**src/rtl/stripe_pkg.sv**
```systemverilog
`default_nettype none

package stripe_pkg;

   ////////////////////////////////////////////////////////////
   // Default configuration of the striped buffer
   ////////////////////////////////////////////////////////////

   // Beat width
   localparam int DEF_DATA_WIDTH = 16;

   // Lane count, power of two, at least 2
   localparam int DEF_LANES = 4;

   // Entries per lane memory, power of two
   localparam int DEF_DEPTH = 8;

   // Zero selects the almost-full ready policy
   localparam int DEF_PROG_FULL_THRESH = 0;

   ////////////////////////////////////////////////////////////
   // Helpers
   ////////////////////////////////////////////////////////////

   // Round-robin pointer width for a given lane count
   function automatic int lane_idx_w(input int lanes);
      int w;
      w = (lanes > 1) ? $clog2(lanes) : 1;
      return w;
   endfunction

endpackage

`default_nettype wire

```
**src/rtl/axis_lane_fifo.sv**
```systemverilog
`timescale 1ns/1ps
`default_nettype none

module axis_lane_fifo #(
   parameter int DATA_WIDTH       = 16,
   parameter int DEPTH            = 8,
   parameter int PROG_FULL_THRESH = 0
) (
   input  logic                  out,
   input  logic                  rst_n,
   input  logic                  up_valid,
   output logic                  up_ready,
   input  logic [DATA_WIDTH-1:0] up_data,
   output logic                  dn_valid,
   input  logic                  dn_ready,
   output logic [DATA_WIDTH-1:0] dn_data
);

   logic we;
   logic re;
   logic empty;
   logic almost_full;
   logic prog_full;

   ////////////////////////////////////////////////////////////
   // Handshake to memory enables
   ////////////////////////////////////////////////////////////

   assign we = up_valid & up_ready;

   // Pop when the output stage is free or emptying this cycle
   assign re = ~empty & (dn_ready | ~dn_valid);

   // Threshold of zero falls back to almost-full
   assign up_ready = (PROG_FULL_THRESH != 0) ? ~prog_full : ~almost_full;

   // Output valid stage, dout of the memory is the payload
   always_ff @(posedge out) begin
      if (!rst_n) begin
         dn_valid <= 1'b0;
      end else if (re) begin
         dn_valid <= 1'b1;
      end else if (dn_ready) begin
         dn_valid <= 1'b0;
      end
   end

   sync_fifo #(
      .DATA_WIDTH       (DATA_WIDTH),
      .DEPTH            (DEPTH),
      .PROG_FULL_THRESH (PROG_FULL_THRESH)
   ) fifo_i (
      .out         (out),
      .rst_n       (rst_n),
      .we          (we),
      .din         (up_data),
      .re          (re),
      .empty       (empty),
      .dout        (dn_data),
      .almost_full (almost_full),
      .prog_full   (prog_full)
   );

   // A stalled beat stays put until taken
   assert property (@(posedge out) disable iff (!rst_n)
      (dn_valid && !dn_ready) |=> (dn_valid && $stable(dn_data)))
      else $error("axis_lane_fifo output changed under back-pressure");

endmodule

`default_nettype wire

```
**src/rtl/lane_gatherer.sv**
```systemverilog
`timescale 1ns/1ps
`default_nettype none

module lane_gatherer
   import stripe_pkg::*;
#(
   parameter int DATA_WIDTH = DEF_DATA_WIDTH,
   parameter int LANES      = DEF_LANES
) (
   input  logic                                out,
   input  logic                                rst_n,
   input  logic [LANES-1:0]                    lane_valid,
   output logic [LANES-1:0]                    lane_ready,
   input  logic [LANES-1:0][DATA_WIDTH-1:0]    lane_data,
   output logic                                dn_valid,
   input  logic                                dn_ready,
   output logic [DATA_WIDTH-1:0]               dn_data
);

   localparam int PW = lane_idx_w(LANES);

   logic [PW-1:0]    rd_ptr;
   logic [LANES-1:0] lane_sel;
   logic             take;

   ////////////////////////////////////////////////////////////
   // Output mux
   ////////////////////////////////////////////////////////////

   // Same walk as the spreader keeps the order
   assign lane_sel = LANES'(1) << rd_ptr;

   assign dn_valid = lane_valid[rd_ptr];
   assign dn_data  = lane_data[rd_ptr];

   // Other lanes stay stalled until their turn
   assign lane_ready = dn_ready ? lane_sel : '0;

   assign take = dn_valid & dn_ready;

   always_ff @(posedge out) begin
      if (!rst_n) begin
         rd_ptr <= '0;
      end else if (take) begin
         rd_ptr <= rd_ptr + PW'(1);
      end
   end

endmodule

`default_nettype wire

```
**src/rtl/lane_spreader.sv**
```systemverilog
`timescale 1ns/1ps
`default_nettype none

module lane_spreader
   import stripe_pkg::*;
#(
   parameter int DATA_WIDTH = DEF_DATA_WIDTH,
   parameter int LANES      = DEF_LANES
) (
   input  logic                  out,
   input  logic                  rst_n,
   input  logic                  up_valid,
   output logic                  up_ready,
   input  logic [DATA_WIDTH-1:0] up_data,
   output logic [LANES-1:0]      lane_valid,
   input  logic [LANES-1:0]      lane_ready,
   output logic [DATA_WIDTH-1:0] lane_data
);

   localparam int PW = lane_idx_w(LANES);

   logic [PW-1:0]    wr_ptr;
   logic [LANES-1:0] lane_sel;
   logic             accept;

   ////////////////////////////////////////////////////////////
   // Lane select
   ////////////////////////////////////////////////////////////

   assign lane_sel = LANES'(1) << wr_ptr;

   // Ready comes only from the lane next in turn
   assign up_ready = lane_ready[wr_ptr];
   assign accept   = up_valid & up_ready;

   assign lane_valid = up_valid ? lane_sel : '0;

   // Data is broadcast, the valid bit picks the lane
   assign lane_data = up_data;

   // Write pointer, wraps with the power-of-two lane count
   always_ff @(posedge out) begin
      if (!rst_n) begin
         wr_ptr <= '0;
      end else if (accept) begin
         wr_ptr <= wr_ptr + PW'(1);
      end
   end

   // At most one lane sees a write per cycle
   assert property (@(posedge out) disable iff (!rst_n)
      $onehot0(lane_valid))
      else $error("lane_spreader lane_valid not one-hot");

endmodule

`default_nettype wire

```
**src/rtl/striped_fifo_top.sv**
```systemverilog
`timescale 1ns/1ps
`default_nettype none

module striped_fifo_top
   import stripe_pkg::*;
#(
   parameter int DATA_WIDTH       = DEF_DATA_WIDTH,
   parameter int LANES            = DEF_LANES,
   parameter int DEPTH            = DEF_DEPTH,
   parameter int PROG_FULL_THRESH = DEF_PROG_FULL_THRESH
) (
   input  logic                  out,
   input  logic                  rst_n,
   input  logic                  up_valid,
   output logic                  up_ready,
   input  logic [DATA_WIDTH-1:0] up_data,
   output logic                  dn_valid,
   input  logic                  dn_ready,
   output logic [DATA_WIDTH-1:0] dn_data
);

   if (LANES < 2 || (1 << lane_idx_w(LANES)) != LANES) begin : g_bad_lanes
      $error("striped_fifo_top LANES must be a power of two of at least 2");
   end

   // Spreader side
   logic [LANES-1:0]      lane_valid;
   logic [LANES-1:0]      lane_ready;
   logic [DATA_WIDTH-1:0] lane_data;

   // Gatherer side
   logic [LANES-1:0]                 out_valid;
   logic [LANES-1:0]                 out_ready;
   logic [LANES-1:0][DATA_WIDTH-1:0] out_data;

   lane_spreader #(
      .DATA_WIDTH (DATA_WIDTH),
      .LANES      (LANES)
   ) spreader_i (
      .out        (out),
      .rst_n      (rst_n),
      .up_valid   (up_valid),
      .up_ready   (up_ready),
      .up_data    (up_data),
      .lane_valid (lane_valid),
      .lane_ready (lane_ready),
      .lane_data  (lane_data)
   );

   ////////////////////////////////////////////////////////////
   // Lane FIFOs
   ////////////////////////////////////////////////////////////

   for (genvar i = 0; i < LANES; i++) begin : g_lane
      axis_lane_fifo #(
         .DATA_WIDTH       (DATA_WIDTH),
         .DEPTH            (DEPTH),
         .PROG_FULL_THRESH (PROG_FULL_THRESH)
      ) lane_i (
         .out      (out),
         .rst_n    (rst_n),
         .up_valid (lane_valid[i]),
         .up_ready (lane_ready[i]),
         .up_data  (lane_data),
         .dn_valid (out_valid[i]),
         .dn_ready (out_ready[i]),
         .dn_data  (out_data[i])
      );
   end

   lane_gatherer #(
      .DATA_WIDTH (DATA_WIDTH),
      .LANES      (LANES)
   ) gatherer_i (
      .out        (out),
      .rst_n      (rst_n),
      .lane_valid (out_valid),
      .lane_ready (out_ready),
      .lane_data  (out_data),
      .dn_valid   (dn_valid),
      .dn_ready   (dn_ready),
      .dn_data    (dn_data)
   );

endmodule

`default_nettype wire

```
**src/rtl/sync_fifo.sv**
```systemverilog
`timescale 1ns/1ps
`default_nettype none

module sync_fifo #(
   parameter int DATA_WIDTH       = 16,
   parameter int DEPTH            = 8,
   parameter int PROG_FULL_THRESH = 0
) (
   input  logic                  out,
   input  logic                  rst_n,
   input  logic                  we,
   input  logic [DATA_WIDTH-1:0] din,
   input  logic                  re,
   output logic                  empty,
   output logic [DATA_WIDTH-1:0] dout,
   output logic                  almost_full,
   output logic                  prog_full
);

   localparam int AW = $clog2(DEPTH);
   localparam int CW = $clog2(DEPTH + 1);

   // Flag levels at count width
   localparam logic [CW-1:0] AF_LEVEL = CW'(DEPTH - 1);
   localparam logic [CW-1:0] PF_LEVEL = CW'(PROG_FULL_THRESH);
   localparam logic [CW-1:0] FULL_LEVEL = CW'(DEPTH);

   if (DEPTH < 2 || (1 << AW) != DEPTH) begin : g_bad_depth
      $error("sync_fifo DEPTH must be a power of two of at least 2");
   end

   if (PROG_FULL_THRESH < 0 || PROG_FULL_THRESH > DEPTH) begin : g_bad_thresh
      $error("sync_fifo PROG_FULL_THRESH out of range");
   end

   logic [DATA_WIDTH-1:0] mem [DEPTH];
   logic [AW-1:0]         wr_ptr;
   logic [AW-1:0]         rd_ptr;
   logic [CW-1:0]         count;

   ////////////////////////////////////////////////////////////
   // Storage and registered read port
   ////////////////////////////////////////////////////////////

   always_ff @(posedge out) begin
      if (we) begin
         mem[wr_ptr] <= din;
      end
   end

   always_ff @(posedge out) begin
      if (re) begin
         dout <= mem[rd_ptr];
      end
   end

   ////////////////////////////////////////////////////////////
   // Pointers and occupancy
   ////////////////////////////////////////////////////////////

   // Pointers wrap on their own since DEPTH is a power of two
   always_ff @(posedge out) begin
      if (!rst_n) begin
         wr_ptr <= '0;
         rd_ptr <= '0;
         count  <= '0;
      end else begin
         if (we) begin
            wr_ptr <= wr_ptr + AW'(1);
         end
         if (re) begin
            rd_ptr <= rd_ptr + AW'(1);
         end
         case ({we, re})
            2'b10:   count <= count + CW'(1);
            2'b01:   count <= count - CW'(1);
            default: count <= count;
         endcase
      end
   end

   assign empty       = (count == '0);
   assign almost_full = (count >= AF_LEVEL);
   assign prog_full   = (count >= PF_LEVEL);

   // Upstream ready policy must keep writes off a full memory
   assert property (@(posedge out) disable iff (!rst_n)
      !(we && count == FULL_LEVEL))
      else $error("sync_fifo write while full");

   // Read side must never pop an empty memory
   assert property (@(posedge out) disable iff (!rst_n)
      !(re && empty))
      else $error("sync_fifo read while empty");

endmodule

`default_nettype wire

```
**config.mk**
```make
export PLATFORM = sky130hd
export DESIGN_NAME = striped_fifo_top
export DESIGN_NICKNAME = d
export VERILOG_FILES = /design/src/rtl/stripe_pkg.sv /design/src/rtl/axis_lane_fifo.sv /design/src/rtl/lane_gatherer.sv /design/src/rtl/lane_spreader.sv /design/src/rtl/striped_fifo_top.sv /design/src/rtl/sync_fifo.sv
export SDC_FILE = /design/constraint.sdc
export NUM_CORES = 1
export LEC_CHECK = 0
export ABC_AREA = 1
export BUFFER_PORTS_ARGS = -buffer_cell sky130_fd_sc_hd__buf_2
export CAP_MARGIN = 20
export CELL_PAD_IN_SITES_DETAIL_PLACEMENT = 1
export CELL_PAD_IN_SITES_GLOBAL_PLACEMENT = 2
export CORE_AREA = 5 5 234 236
export DETAILED_ROUTE_END_ITERATION = 8
export DIE_AREA = 0 0 239 241
export PLACE_DENSITY = 0.9
export SLEW_MARGIN = 20
export SYNTH_ARGS = -nofsm -noshare
export SYNTH_HDL_FRONTEND = slang
export SYNTH_SLANG_ARGS = --single-unit
```
**constraint.sdc**
```tcl
create_clock -name out -period 4.1 [get_ports out]
set_clock_uncertainty 0.1 [all_clocks]
set_input_delay 0.615 -clock out [delete_from_list [all_inputs] [get_ports out]]
set_output_delay 0.615 -clock out [all_outputs]
set_load 0.05 [all_outputs]
```
# After elaboration in Yosys (flattened, before gate mapping)
# Memories as Yosys holds them, arrays and structs flattened. A register that Yosys moved wholly into a read port is not among the register bits.
# Cells that the tools add are included.
# W data, S select, Z words.
word_totals:
  ramBits: 512
  elab_cells: 122
  inputBits: 20
  out_inout_bits: 18
  ff_bits: 48
  n_memories: 4
mem_list:
  columns: ["name", "depth", "width", "read_ports", "rd_clocked_by_memory_dff", "wr", "line_no", "text"]
  rows:
  - ["g_lane[0].lane_i.fifo_i.mem", 8, 16, 1, 1, 1, "sync_fifo.sv:36", "logic [DATA_WIDTH-1:0] mem [DEPTH];"]
  - ["g_lane[1].lane_i.fifo_i.mem", 8, 16, 1, 1, 1, "sync_fifo.sv:36", null]
  - ["g_lane[2].lane_i.fifo_i.mem", 8, 16, 1, 1, 1, "sync_fifo.sv:36", null]
  - ["g_lane[3].lane_i.fifo_i.mem", 8, 16, 1, 1, 1, "sync_fifo.sv:36", null]
classes:
  n_addsub: 18
  n_bitwise: 26
  eq_ne: 8
  n_shift: 2
  n_reduce_logical: 12
  n_mux: 28
  order_cmp: 6
ops:
  columns: ["operator", "n"]
  rows:
  - ["$bmux W16 S2", 1]
  - ["$pmux W4 S2", 4]
  - ["$add A3 B1 Y3 const B", 8]
  - ["$mux W1", 18]
  - ["$add A4 B1 Y4 const B", 4]
  - ["$ge A4 B3 Y1 const B", 4]
  - ["$logic_not A4 Y1", 4]
  - ["$mux W16", 1]
  - ["$reduce_bool A2 Y1", 8]
  - ["$sub A4 B1 Y4 const B", 4]
  - ["$not A1 Y1", 12]
  - ["$and A1 B1 Y1", 10]
  - ["$eq A2 B1 Y1 const B", 4]
  - ["$eq A2 B2 Y1 const B", 4]
  - ["$mux W4", 2]
  - ["$shl A1 B2 Y4 const A", 2]
  - ["$lt A2 B3 Y1 const B", 2]
  - ["$add A2 B1 Y2 const B", 2]
  - ["$bmux W1 S2", 2]
  - ["$or A1 B1 Y1", 4]

# Longest topological paths before layout
# Gate-level depths: netlist of the first run.
logic_depth:
  depth_word: 6
  mapped_depth: 17
  depth_no_buf: 15

# Hierarchy
# A second synthesis of the first run with hierarchy kept.
hier_totals:
  hier_cells: 2066
  hier_area_um2: 25645.8
modules_own_cells:
  columns: ["mod", "seq_area_each_um2", "n_inst", "area_each_um2", "cells_per_inst"]
  rows:
  - ["sync_fifo", 4524.3, 4, 6080.8, 462]
  - ["lane_gatherer", 40.0, 1, 723.2, 128]
  - ["lane_spreader", 40.0, 1, 364.1, 54]
  - ["axis_lane_fifo", 20.0, 4, 58.8, 9]

# Worst setup path before layout of the first run
# No wires, ideal clock.
synth_timing:
  kind: "reg2reg"
  startpoint: "reg gatherer_i.rd_ptr[1]"
  endpoint: "reg g_lane[0].lane_i.fifo_i.count[2]"
  slack_ps: 1328
  arrival_ps: 2556
  n_path_buf: 1
  stages_incl_launch_ff: 15
  synth_period_minus_slack_ps: 2772
  setup_time_ps: 115
  t_required_ps: 3885
  path_cell_list: "dfxtp_1 inv_1 clkbuf_1 ha_1 nand2_1 nand2_1 nand2_1 inv_1 ha_1 xor2_1 ha_1 a21oi_1 xnor2_1 o21ai_0 inv_1"
synth_between:
  elab_chain_len: 6
  word_cells_on_any_way: 8
  cone_classes: "eq/ne (2); shift (1); mux (2); bitwise (2); reduce/logical (1)"
synth_rtl:
  columns: ["element", "line_no", "text"]
  rows:
  - ["start, declared", "lane_gatherer.sv:22", "logic [PW-1:0] rd_ptr;"]
  - ["start signal, assigned", "lane_gatherer.sv:45", "rd_ptr <= rd_ptr + PW'(1);"]
  - ["$shl A1 B2 Y4 *", "lane_gatherer.sv:31", "assign lane_sel = LANES'(1) << rd_ptr;"]
  - ["$mux W4 *", "lane_gatherer.sv:37", "assign lane_ready = dn_ready ? lane_sel : '0;"]
  - ["$or A1 B1 Y1 *", "axis_lane_fifo.sv:32", "assign re = ~empty & (dn_ready | ~dn_valid);"]
  - ["$and A1 B1 Y1 *", "axis_lane_fifo.sv:32", null]
  - ["named net g_lane[0].lane_i.fifo_i.re", "sync_fifo.sv:13", "input logic re,"]
  - ["$eq A2 B1 Y1 / $eq A2 B2 Y1 (equally long branches)", "sync_fifo.sv:74", "case ({we, re})"]
  - ["$pmux W4 S2 / $reduce_bool A2 Y1 (equally long branches)", null, null]
  - ["end signal, assigned", "sync_fifo.sv:75", "2'b10: count <= count + CW'(1);"]
  - ["end signal, assigned", "sync_fifo.sv:76", "2'b01: count <= count - CW'(1);"]
  - ["end signal, assigned", "sync_fifo.sv:77", "default: count <= count;"]
  - ["end, declared", "sync_fifo.sv:39", "logic [CW-1:0] count;"]
# Mark *: on every way through the listed nets, which the timed path passes. The rest lies on a longest branch.
# A chain may end at the register's enable or synchronous reset.

# Worst setup path in the final report of the first run
layout_timing:
  startpoint: "reg gatherer_i.rd_ptr[1]"
  endpoint: "reg g_lane[0].lane_i.fifo_i.count[3]"
# The elaborated chain is that of the path after synthesis.

==> results.py, run 1 <==
metrics = {
    "run_status": {
        "status": "complete, no violations",
    },
    "sta": {
        "finalSetupViolCount": 0,
        "final_max_slew_viol_count": 0,
        "rsz0062_at_grt": "no",
        "setup_tns_ns": 0,
        "fin_crit_ns": 3.43,
        "tightestPinTransition_ns": 1.05,
        "period_share": 0.836,
        "clock.fmax_ghz": 0.292,
        "slew_headroom": 0.297,
        "final-hold-violation-count": 0,
    },
    "synth": {
        "ys_types": 29,
        "synthTopCellsByArea": "edfxtp_1 (70%), nor2_1 (7.9%), o21ai_0 (5.2%)",
        "yosysSeqAreaShare": 0.735,
        "ys_warn_count": 0,
        "synth_seq_cells": 624,
        "synth_top_cell_by_area": "edfxtp_1",
        "syn_avg_cell_area_um2": 12.5,
        "syn_nets": 2042,
        "syn_area_mm2": 0.0248,
        "yosysTopAreaCellShare": 0.696,
        "syn_inst": 1994,
    },
    "clock_network": {
        "cts_tree": "yes",
        "ctsResizeCount": 0,
        "cts_made_buffers": 68,
        "cts_root_buffer": "clkbuf_16",
        "insertion_delay_ns": 0.60,
        "cts_hold_buf": 0,
        "cts_htree_levels": 3,
        "post_cts_buffers": 0,
        "cts.sinks": 624,
        "clk_pin_slew_ns": 0.06,
        "clock_path_buffers": 3,
    },
    "place": {
        "portBuffers": 37,
        "place_area_mm2": 0.0256,
        "gp_congestion": 0.868,
        "dpl.hpwl_mm": 39.4,
    },
    "setup_path": {
        "cp_cell_sequence": "inv_1 > ha_1 > nand2_1 > nand2_1 > nand2_1 > inv_1 > buf_4 > ha_1 > nor2_1 > nand3_1 > o21ai_0 > nand3_1 > nand2_1 > nor2_1",
        "crit_path_start_kind": "flop",
        "crit_arrival_ns": 3.82,
        "critPathTopFamily": "simple AND/OR/NAND/NOR gates",
        "required_ns": 4.49,
        "end_kind": "flop",
        "reg2reg_from": "gatherer_i.rd_ptr[1]$_SDFFE_PN0P_",
        "critPathKind": "reg2reg",
        "critPathMaxStageDelay_ns": 0.68,
        "crit_buf_inv": 3,
        "crit_cells": 14,
        "r2r_end": "g_lane[0].lane_i.fifo_i.count[3]$_SDFFE_PN0P_",
        "path_max_fanout": 20,
        "rrSetupSlack_ns": 0.67,
        "crit_slowest_cell": "dfxtp_1",
        "worstRegToRegCells": 14,
        "crit_top_cell": "nand2_1",
    },
    "power_and_ir_drop": {
        "p_sw_w": 0.00693,
        "combPwrFrac": 0.280,
        "intPower_w": 0.0125,
        "clkPwrFrac": 0.293,
        "power.leakage_nw": 9.40,
        "powerDensity_mw_per_mm2": 702,
        "pwr-share-seq": 0.426,
        "netSwitchingFraction": 0.356,
        "vdd_drop_max_mv": 0.556,
    },
    "detailed_routing": {
        "wl_mm": 66.8,
        "ant_nets": 0,
        "vias": 15988,
        "drt_iter0_drc": 1242,
        "viasPerCell": 5.74,
        "drc": 0,
        "dr.pass1.iters": 5,
        "wl_per_cell_um": 24.0,
    },
    "global_routing": {
        "grt.total_usage": 0.231,
        "antenna_found_initial": 2,
        "gr-total-overflow": 0,
        "grt_max_degree": 67,
        "grt_pass1_wl_mm": 101,
        "grt_pass1_vias": 16929,
    },
    "worst_hold_path": {
        "hold_end": "spreader_i.wr_ptr[0]$_SDFFE_PN0P_",
        "min_path_cells": 4,
        "worstHoldPathType": "in2reg",
        "min_from": "up_valid",
    },
    "floorplanning": {
        "die_w_um": 239,
        "ioPinCount": 38,
        "num_rows": 84,
        "core_area_mm2": 0.0522,
        "design.die.area_mm2": 0.0576,
        "start_util": 0.476,
        "die-height_um": 241,
    },
    "cells_and_area": {
        "nets": 2092,
        "area_delta_synth_final_pct": 11.5,
        "drive_above_1_share": 0.0940,
        "finalInstanceArea_mm2": 0.0277,
    },
    "job": {
        "cap_violations": 0,
    },
}
## per-stage QoR
stage,hold WS [ns],setup WS (ns),power [W],util,instances
3_5_place_dp,0.390,0.819,0.0138,0.491,2661
3_3_place_gp,0.372,1.17,0.0135,0.491,2661
2_1_floorplan,0.362,1.33,0.0121,-,1994
5_1_grt,0.335,0.430,0.0204,0.530,2783
4_1_cts,0.296,0.745,0.0196,0.530,2782
6_report,0.325,0.674,0.0195,0.530,2784
## power groups by stage
stage               clock [W]  sequential [W]  combinational, W
CTS                   0.00581         0.00830           0.00546
floorplan                   0         0.00812           0.00395
global placement            0         0.00840           0.00513
global route          0.00609         0.00836           0.00598
detailed placement          0         0.00842           0.00541
finish                0.00571         0.00830           0.00546
## registers in the layout (all words and copies together), names as in the netlist
signal and cells:
g_lane.lane_i.fifo_i.mem 512, g_lane.lane_i.fifo_i.dout 64, g_lane.lane_i.fifo_i.count 16, g_lane.lane_i.fifo_i.rd_ptr 12
g_lane.lane_i.fifo_i.wr_ptr 12, g_lane.lane_i.dn_valid 4, gatherer_i.rd_ptr 2, spreader_i.wr_ptr 2
## worst max-delay path by stage
| stage | end | start | slack (ns) |
|---|---|---|---|
| after floorplan | g_lane[0].lane_i.fifo_i.count[2]$_SDFFE_PN0P_ | gatherer_i.rd_ptr[1]$_SDFFE_PN0P_ | 1.33 |
| after global placement | g_lane[0].lane_i.fifo_i.count[3]$_SDFFE_PN0P_ | gatherer_i.rd_ptr[1]$_SDFFE_PN0P_ | 1.17 |
| after detailed placement | g_lane[0].lane_i.fifo_i.count[3]$_SDFFE_PN0P_ | gatherer_i.rd_ptr[1]$_SDFFE_PN0P_ | 0.82 |
| after CTS | g_lane[0].lane_i.fifo_i.count[3]$_SDFFE_PN0P_ | gatherer_i.rd_ptr[1]$_SDFFE_PN0P_ | 0.75 |
| after global routing | g_lane[0].lane_i.fifo_i.count[3]$_SDFFE_PN0P_ | gatherer_i.rd_ptr[1]$_SDFFE_PN0P_ | 0.43 |
| final | g_lane[0].lane_i.fifo_i.count[3]$_SDFFE_PN0P_ | gatherer_i.rd_ptr[1]$_SDFFE_PN0P_ | 0.67 |
## routing by layer
metal | wire [um] | track usage
met2 | 32600 | 0.390
met3 | 4090 | 0.0469
met1 | 27900 | 0.303
met4 | 2230 | 0.0768
met5 | 12 | 0
## area by class of cell
class                           count  area (um^2)
Clock buffer                       99         1910
Timing Repair Buffer               86          561
Clock inverter                     22          130
Fill cell                        5261        24500
Sequential cell                   624        18300
Tap cell                          688          861
Multi-Input combinational cell   1198         5720
Antenna cell                        1         2.50
Inverter                           66          258
## synthesized netlist by cell type
cell type / instances
o21ai_1: 58
o21ai_2: 1
buf_8: 1
inv_4: 4
o31ai_1: 1
nand4_1: 9
o22ai_1: 80
o211ai_1: 4
and2_1: 1
a21oi_1: 46
nor2_1: 524
nor2_2: 10
buf_2: 41
inv_1: 57
edfxtp_1: 576
nand2_1: 73
buf_12: 1
buf_6: 18
o21ai_0: 259
xnor2_1: 1
ha_1: 28
a31oi_1: 64
dfxtp_1: 48
buf_1: 3
nand3_1: 26
xor2_1: 10
nor3_1: 3
inv_2: 5
clkbuf_1: 42
## layout by cell type (no fill, tap or decap), types with 10 or more instances in the layout
cell type  synthesis  final
o21ai_0          259    259
inv_1             57     55
clkinv_1           0     11
nand2_1           73     73
clkinv_2           0     10
buf_4              0     48
a31oi_1           64     64
o21ai_1           58     58
buf_2             41     37
clkbuf_16          0     71
xor2_1            10     10
edfxtp_1         576    576
ha_1              28     28
clkbuf_1          42     25
dfxtp_1           48     44
nand3_1           26     26
a21oi_1           46     46
o22ai_1           80     80
nor2_1           524    524
nor2_2            10     10
## cells by family after synthesis
family,after synthesis,synth area share
XOR/XNOR,11,0.00388
flip-flops,624,0.735
AND/OR/NAND/NOR,646,0.101
buffers and inverters,172,0.0350
adder cells (fa/ha/maj),28,0.0141
AO/OA/AOI/OAI,513,0.111
## worst reg2reg max path, delay by kind of cell, from the launching register on
kind / cells / cell delay (ns)
AO/OA/AOI/OAI: 1 / 0.16
adder cells (fa/ha/maj): 2 / 0.72
buffers and inverters: 3 / 0.78
AND/OR/NAND/NOR: 8 / 0.90
flip-flops: 1 / 0.68
(Power assumes the default switching activity.)
==> run 2, diff against run 1 <==
- ABC_AREA: 1 -> 0
- CORE_AREA: 5 5 234 236 -> 5 5 230 232
- DIE_AREA: 0 0 239 241 -> 0 0 235 237
- PLACE_DENSITY: 0.9 -> 0.84
- clock period: 4.1 -> 3.5 ns (I/O delays scaled with it)
==> run 2 against run 1 <==
Cell area grew 1.1%. Critical endpoint is now dn_data[8]. Highest routed layer unchanged. Area after synthesis increased by 0.49%. Synthesized cell count is 42% lower. Cell count fell by 29%. Global-route usage down 3.3 points. Sequential cell count is the same. Critical path depth shrank 11. Sequential power up 18%. Largest cell class unchanged. Hold slack worse by 0.18 ns.
==> results.py, run 2 <==
metrics = {
    "power_and_ir_drop": {
        "clkPwrFrac": 0.304,
        "p_sw_w": 0.00608,
        "power.leakage_nw": 9.13,
        "netSwitchingFraction": 0.289,
        "intPower_w": 0.0150,
        "combPwrFrac": 0.229,
        "vdd_drop_max_mv": 0.403,
        "powerDensity_mw_per_mm2": 751,
        "pwr-share-seq": 0.467,
        "total_power_w": 0.0210,
    },
    "synth": {
        "ys_warn_count": 0,
        "yosysMostFrequentCell": "edfxtp_1",
        "synthTopCellsByArea": "edfxtp_1 (69%), mux4_1 (11%), mux4_2 (3.9%)",
        "synth-adder-area-share": 0.0140,
        "yosys.area_share.simple": 0.0311,
        "syn_inst": 1156,
        "synthMuxAreaShare": 0.185,
        "yosysSeqAreaShare": 0.731,
        "synth_common_cells": "edfxtp_1 (576), mux4_1 (102), mux2_2 (67)",
        "synth_compound_area_frac": 0.0137,
        "syn_nets": 1204,
        "ys_types": 44,
        "syn_avg_cell_area_um2": 21.6,
        "synth-async-reset-ratio": 0,
        "synth_edf_count": 576,
        "synth_seq_cells": 624,
        "yosysTopAreaCellShare": 0.693,
        "synth_top_family_by_area": "multiplexers",
        "ys.flop_type": "edfxtp_1",
        "synth_top_cell_by_area": "edfxtp_1",
        "syn_area_mm2": 0.0250,
        "synth-xor-area-share": 0.00877,
    },
    "cells_and_area": {
        "layout_commonest_cell": "edfxtp_1",
        "reg.largest.list": "g_lane.lane_i.fifo_i.mem: 512 flops, g_lane.lane_i.fifo_i.dout: 64 flops, g_lane.lane_i.fifo_i.count: 16 flops",
        "top_register": "g_lane.lane_i.fifo_i.mem",
        "nets": 1297,
        "area_delta_synth_final_pct": 12.1,
        "drive_above_1_share": 0.238,
        "largest_register_ffs": 512,
        "antenna_cells": 0,
        "postLayoutCoreUtil": 0.551,
        "finalInstanceArea_mm2": 0.0280,
        "layout.cells.non_filler": 1974,
        "fillerInstances": 4332,
        "layout_common_cells": "edfxtp_1 (576), mux4_1 (102), mux2_2 (67)",
    },
    "global_routing": {
        "antenna_found_initial": 2,
        "grt_max_degree": 54,
        "grt.total_usage": 0.198,
        "grt_pass1_wl_mm": 82.1,
        "gr-total-overflow": 0,
        "grt_pass1_vias": 12230,
    },
    "floorplanning": {
        "die-height_um": 237,
        "num_rows": 83,
        "die_w_um": 235,
        "core_area_mm2": 0.0508,
        "ioPinCount": 38,
        "start_util": 0.492,
        "design.die.area_mm2": 0.0557,
    },
    "place": {
        "placed_cells": 1866,
        "gp_congestion": 0.764,
        "portBuffers": 37,
        "dpl.hpwl_mm": 33.9,
        "place_area_mm2": 0.0261,
    },
    "sta": {
        "period_share": 0.868,
        "rsz0062_at_grt": "no",
        "final-hold-violation-count": 0,
        "fin_crit_ns": 3.04,
        "final_max_slew_viol_count": 0,
        "slew_headroom": 0.250,
        "finalSetupViolCount": 0,
        "tightestPinTransition_ns": 1.12,
        "clock.fmax_ghz": 0.329,
        "setup_tns_ns": 0,
    },
    "clock_network": {
        "cts_tree": "yes",
        "insertion_delay_ns": 0.63,
        "post_cts_buffers": 0,
        "clk_pin_slew_ns": 0.06,
        "cts.sinks": 624,
        "clock_path_buffers": 3,
        "cts_root_buffer": "clkbuf_16",
        "cts_htree_levels": 2,
        "ctsResizeCount": 0,
        "cts_hold_buf": 0,
        "cts_made_buffers": 61,
    },
    "setup_path": {
        "r2r_end": "g_lane[2].lane_i.fifo_i.count[3]$_SDFFE_PN0P_",
        "required_ns": 2.87,
        "rrSetupSlack_ns": 0.67,
        "path_max_fanout": 16,
        "critPathKind": "reg2out",
        "crit_buf_inv": 2,
        "cp_cell_sequence": "buf_4 > mux4_2 > buf_2",
        "reg2reg_from": "gatherer_i.rd_ptr[0]$_SDFFE_PN0P_",
        "critPathMaxStageDelay_ns": 0.61,
        "end_kind": "output port",
        "crit_path_start_kind": "flop",
        "critPathTopFamily": "buffers and inverters",
        "crit_arrival_ns": 2.41,
        "crit_slowest_cell": "mux4_2",
        "crit_cells": 3,
        "worstRegToRegCells": 9,
    },
    "detailed_routing": {
        "ant_nets": 0,
        "drc": 0,
        "dr.pass1.iters": 5,
        "wl_per_cell_um": 28.0,
        "vias": 11566,
        "wl_mm": 55.4,
        "viasPerCell": 5.86,
        "drt_iter0_drc": 1090,
    },
    "worst_hold_path": {
        "min_path_cells": 3,
        "hold_end": "gatherer_i.rd_ptr[1]$_SDFFE_PN0P_",
        "min_from": "dn_ready",
        "worstHoldPathType": "in2reg",
    },
    "job": {
        "cap_violations": 0,
    },
    "run_status": {
        "status": "complete, no violations",
    },
}
run 2: how the worst max path moves through the flow:
stage | startpoint | end | slack, ns
finish | gatherer_i.rd_ptr[0]$_SDFFE_PN0P_ | dn_data[8] | 0.46
CTS | gatherer_i.rd_ptr[0]$_SDFFE_PN0P_ | dn_data[11] | 0.40
floorplan | gatherer_i.rd_ptr[1]$_SDFFE_PN0P_ | g_lane[0].lane_i.fifo_i.count[2]$_SDFFE_PN0P_ | 0.06
global route | gatherer_i.rd_ptr[0]$_SDFFE_PN0P_ | dn_data[11] | 0.38
detailed placement | dn_ready | g_lane[3].lane_i.fifo_i.count[3]$_SDFFE_PN0P_ | 0.65
global placement | dn_ready | g_lane[3].lane_i.fifo_i.count[3]$_SDFFE_PN0P_ | 0.74
run 2: cell families (layout without fill, tap and decap cells):
group,Yosys count,count (layout)
flops,624,624
xor+xnor,25,25
mux,233,233
compound gates,41,41
simple gates,143,143
buf+inv,62,200
fa+ha+maj,28,28
run 2: stage by stage:
step,setup WS [ns],hold WS (ns)
after global routing,0.376,0.147
after floorplan,0.0600,0.361
after detailed placement,0.651,0.388
after global placement,0.741,0.374
final,0.461,0.146
after CTS,0.404,0.113
run 2: tightest hold or removal path, delay by kind of cell:
family,cells,cell delay [ns]
buf+inv,1,0.13
compound gates,1,0.08
simple gates,1,0.08
run 2: final cells by class:
cell class / instances / area (um^2) / area share
flip-flops and latches: 624 / 18300 / 0.652
inverters: 5 / 18.8 / 0.000670
clock buffers: 82 / 1680 / 0.0599
clock inverters: 26 / 265 / 0.00947
well taps: 680 / 851 / 0.0304
multi-input cells: 470 / 6350 / 0.227
repair buffers: 87 / 573 / 0.0205
run 2: power by group through the flow:
| stage | Clock, W | Sequential (W) | Combinational, W |
|---|---|---|---|
| finish | 0.00640 | 0.00983 | 0.00482 |
| CTS | 0.00653 | 0.00984 | 0.00489 |
| global placement | 0 | 0.00994 | 0.00466 |
| global route | 0.00687 | 0.00988 | 0.00516 |
| floorplan | 0 | 0.00936 | 0.00397 |
| detailed placement | 0 | 0.00998 | 0.00486 |
run 2: per-layer routing:
metal	share of wire	routed length [um]	track usage
met3	0.047	2580	0.0276
met5	0.00029	16	0
met1	0.42	23000	0.265
met2	0.52	28800	0.350
met4	0.017	933	0.0458
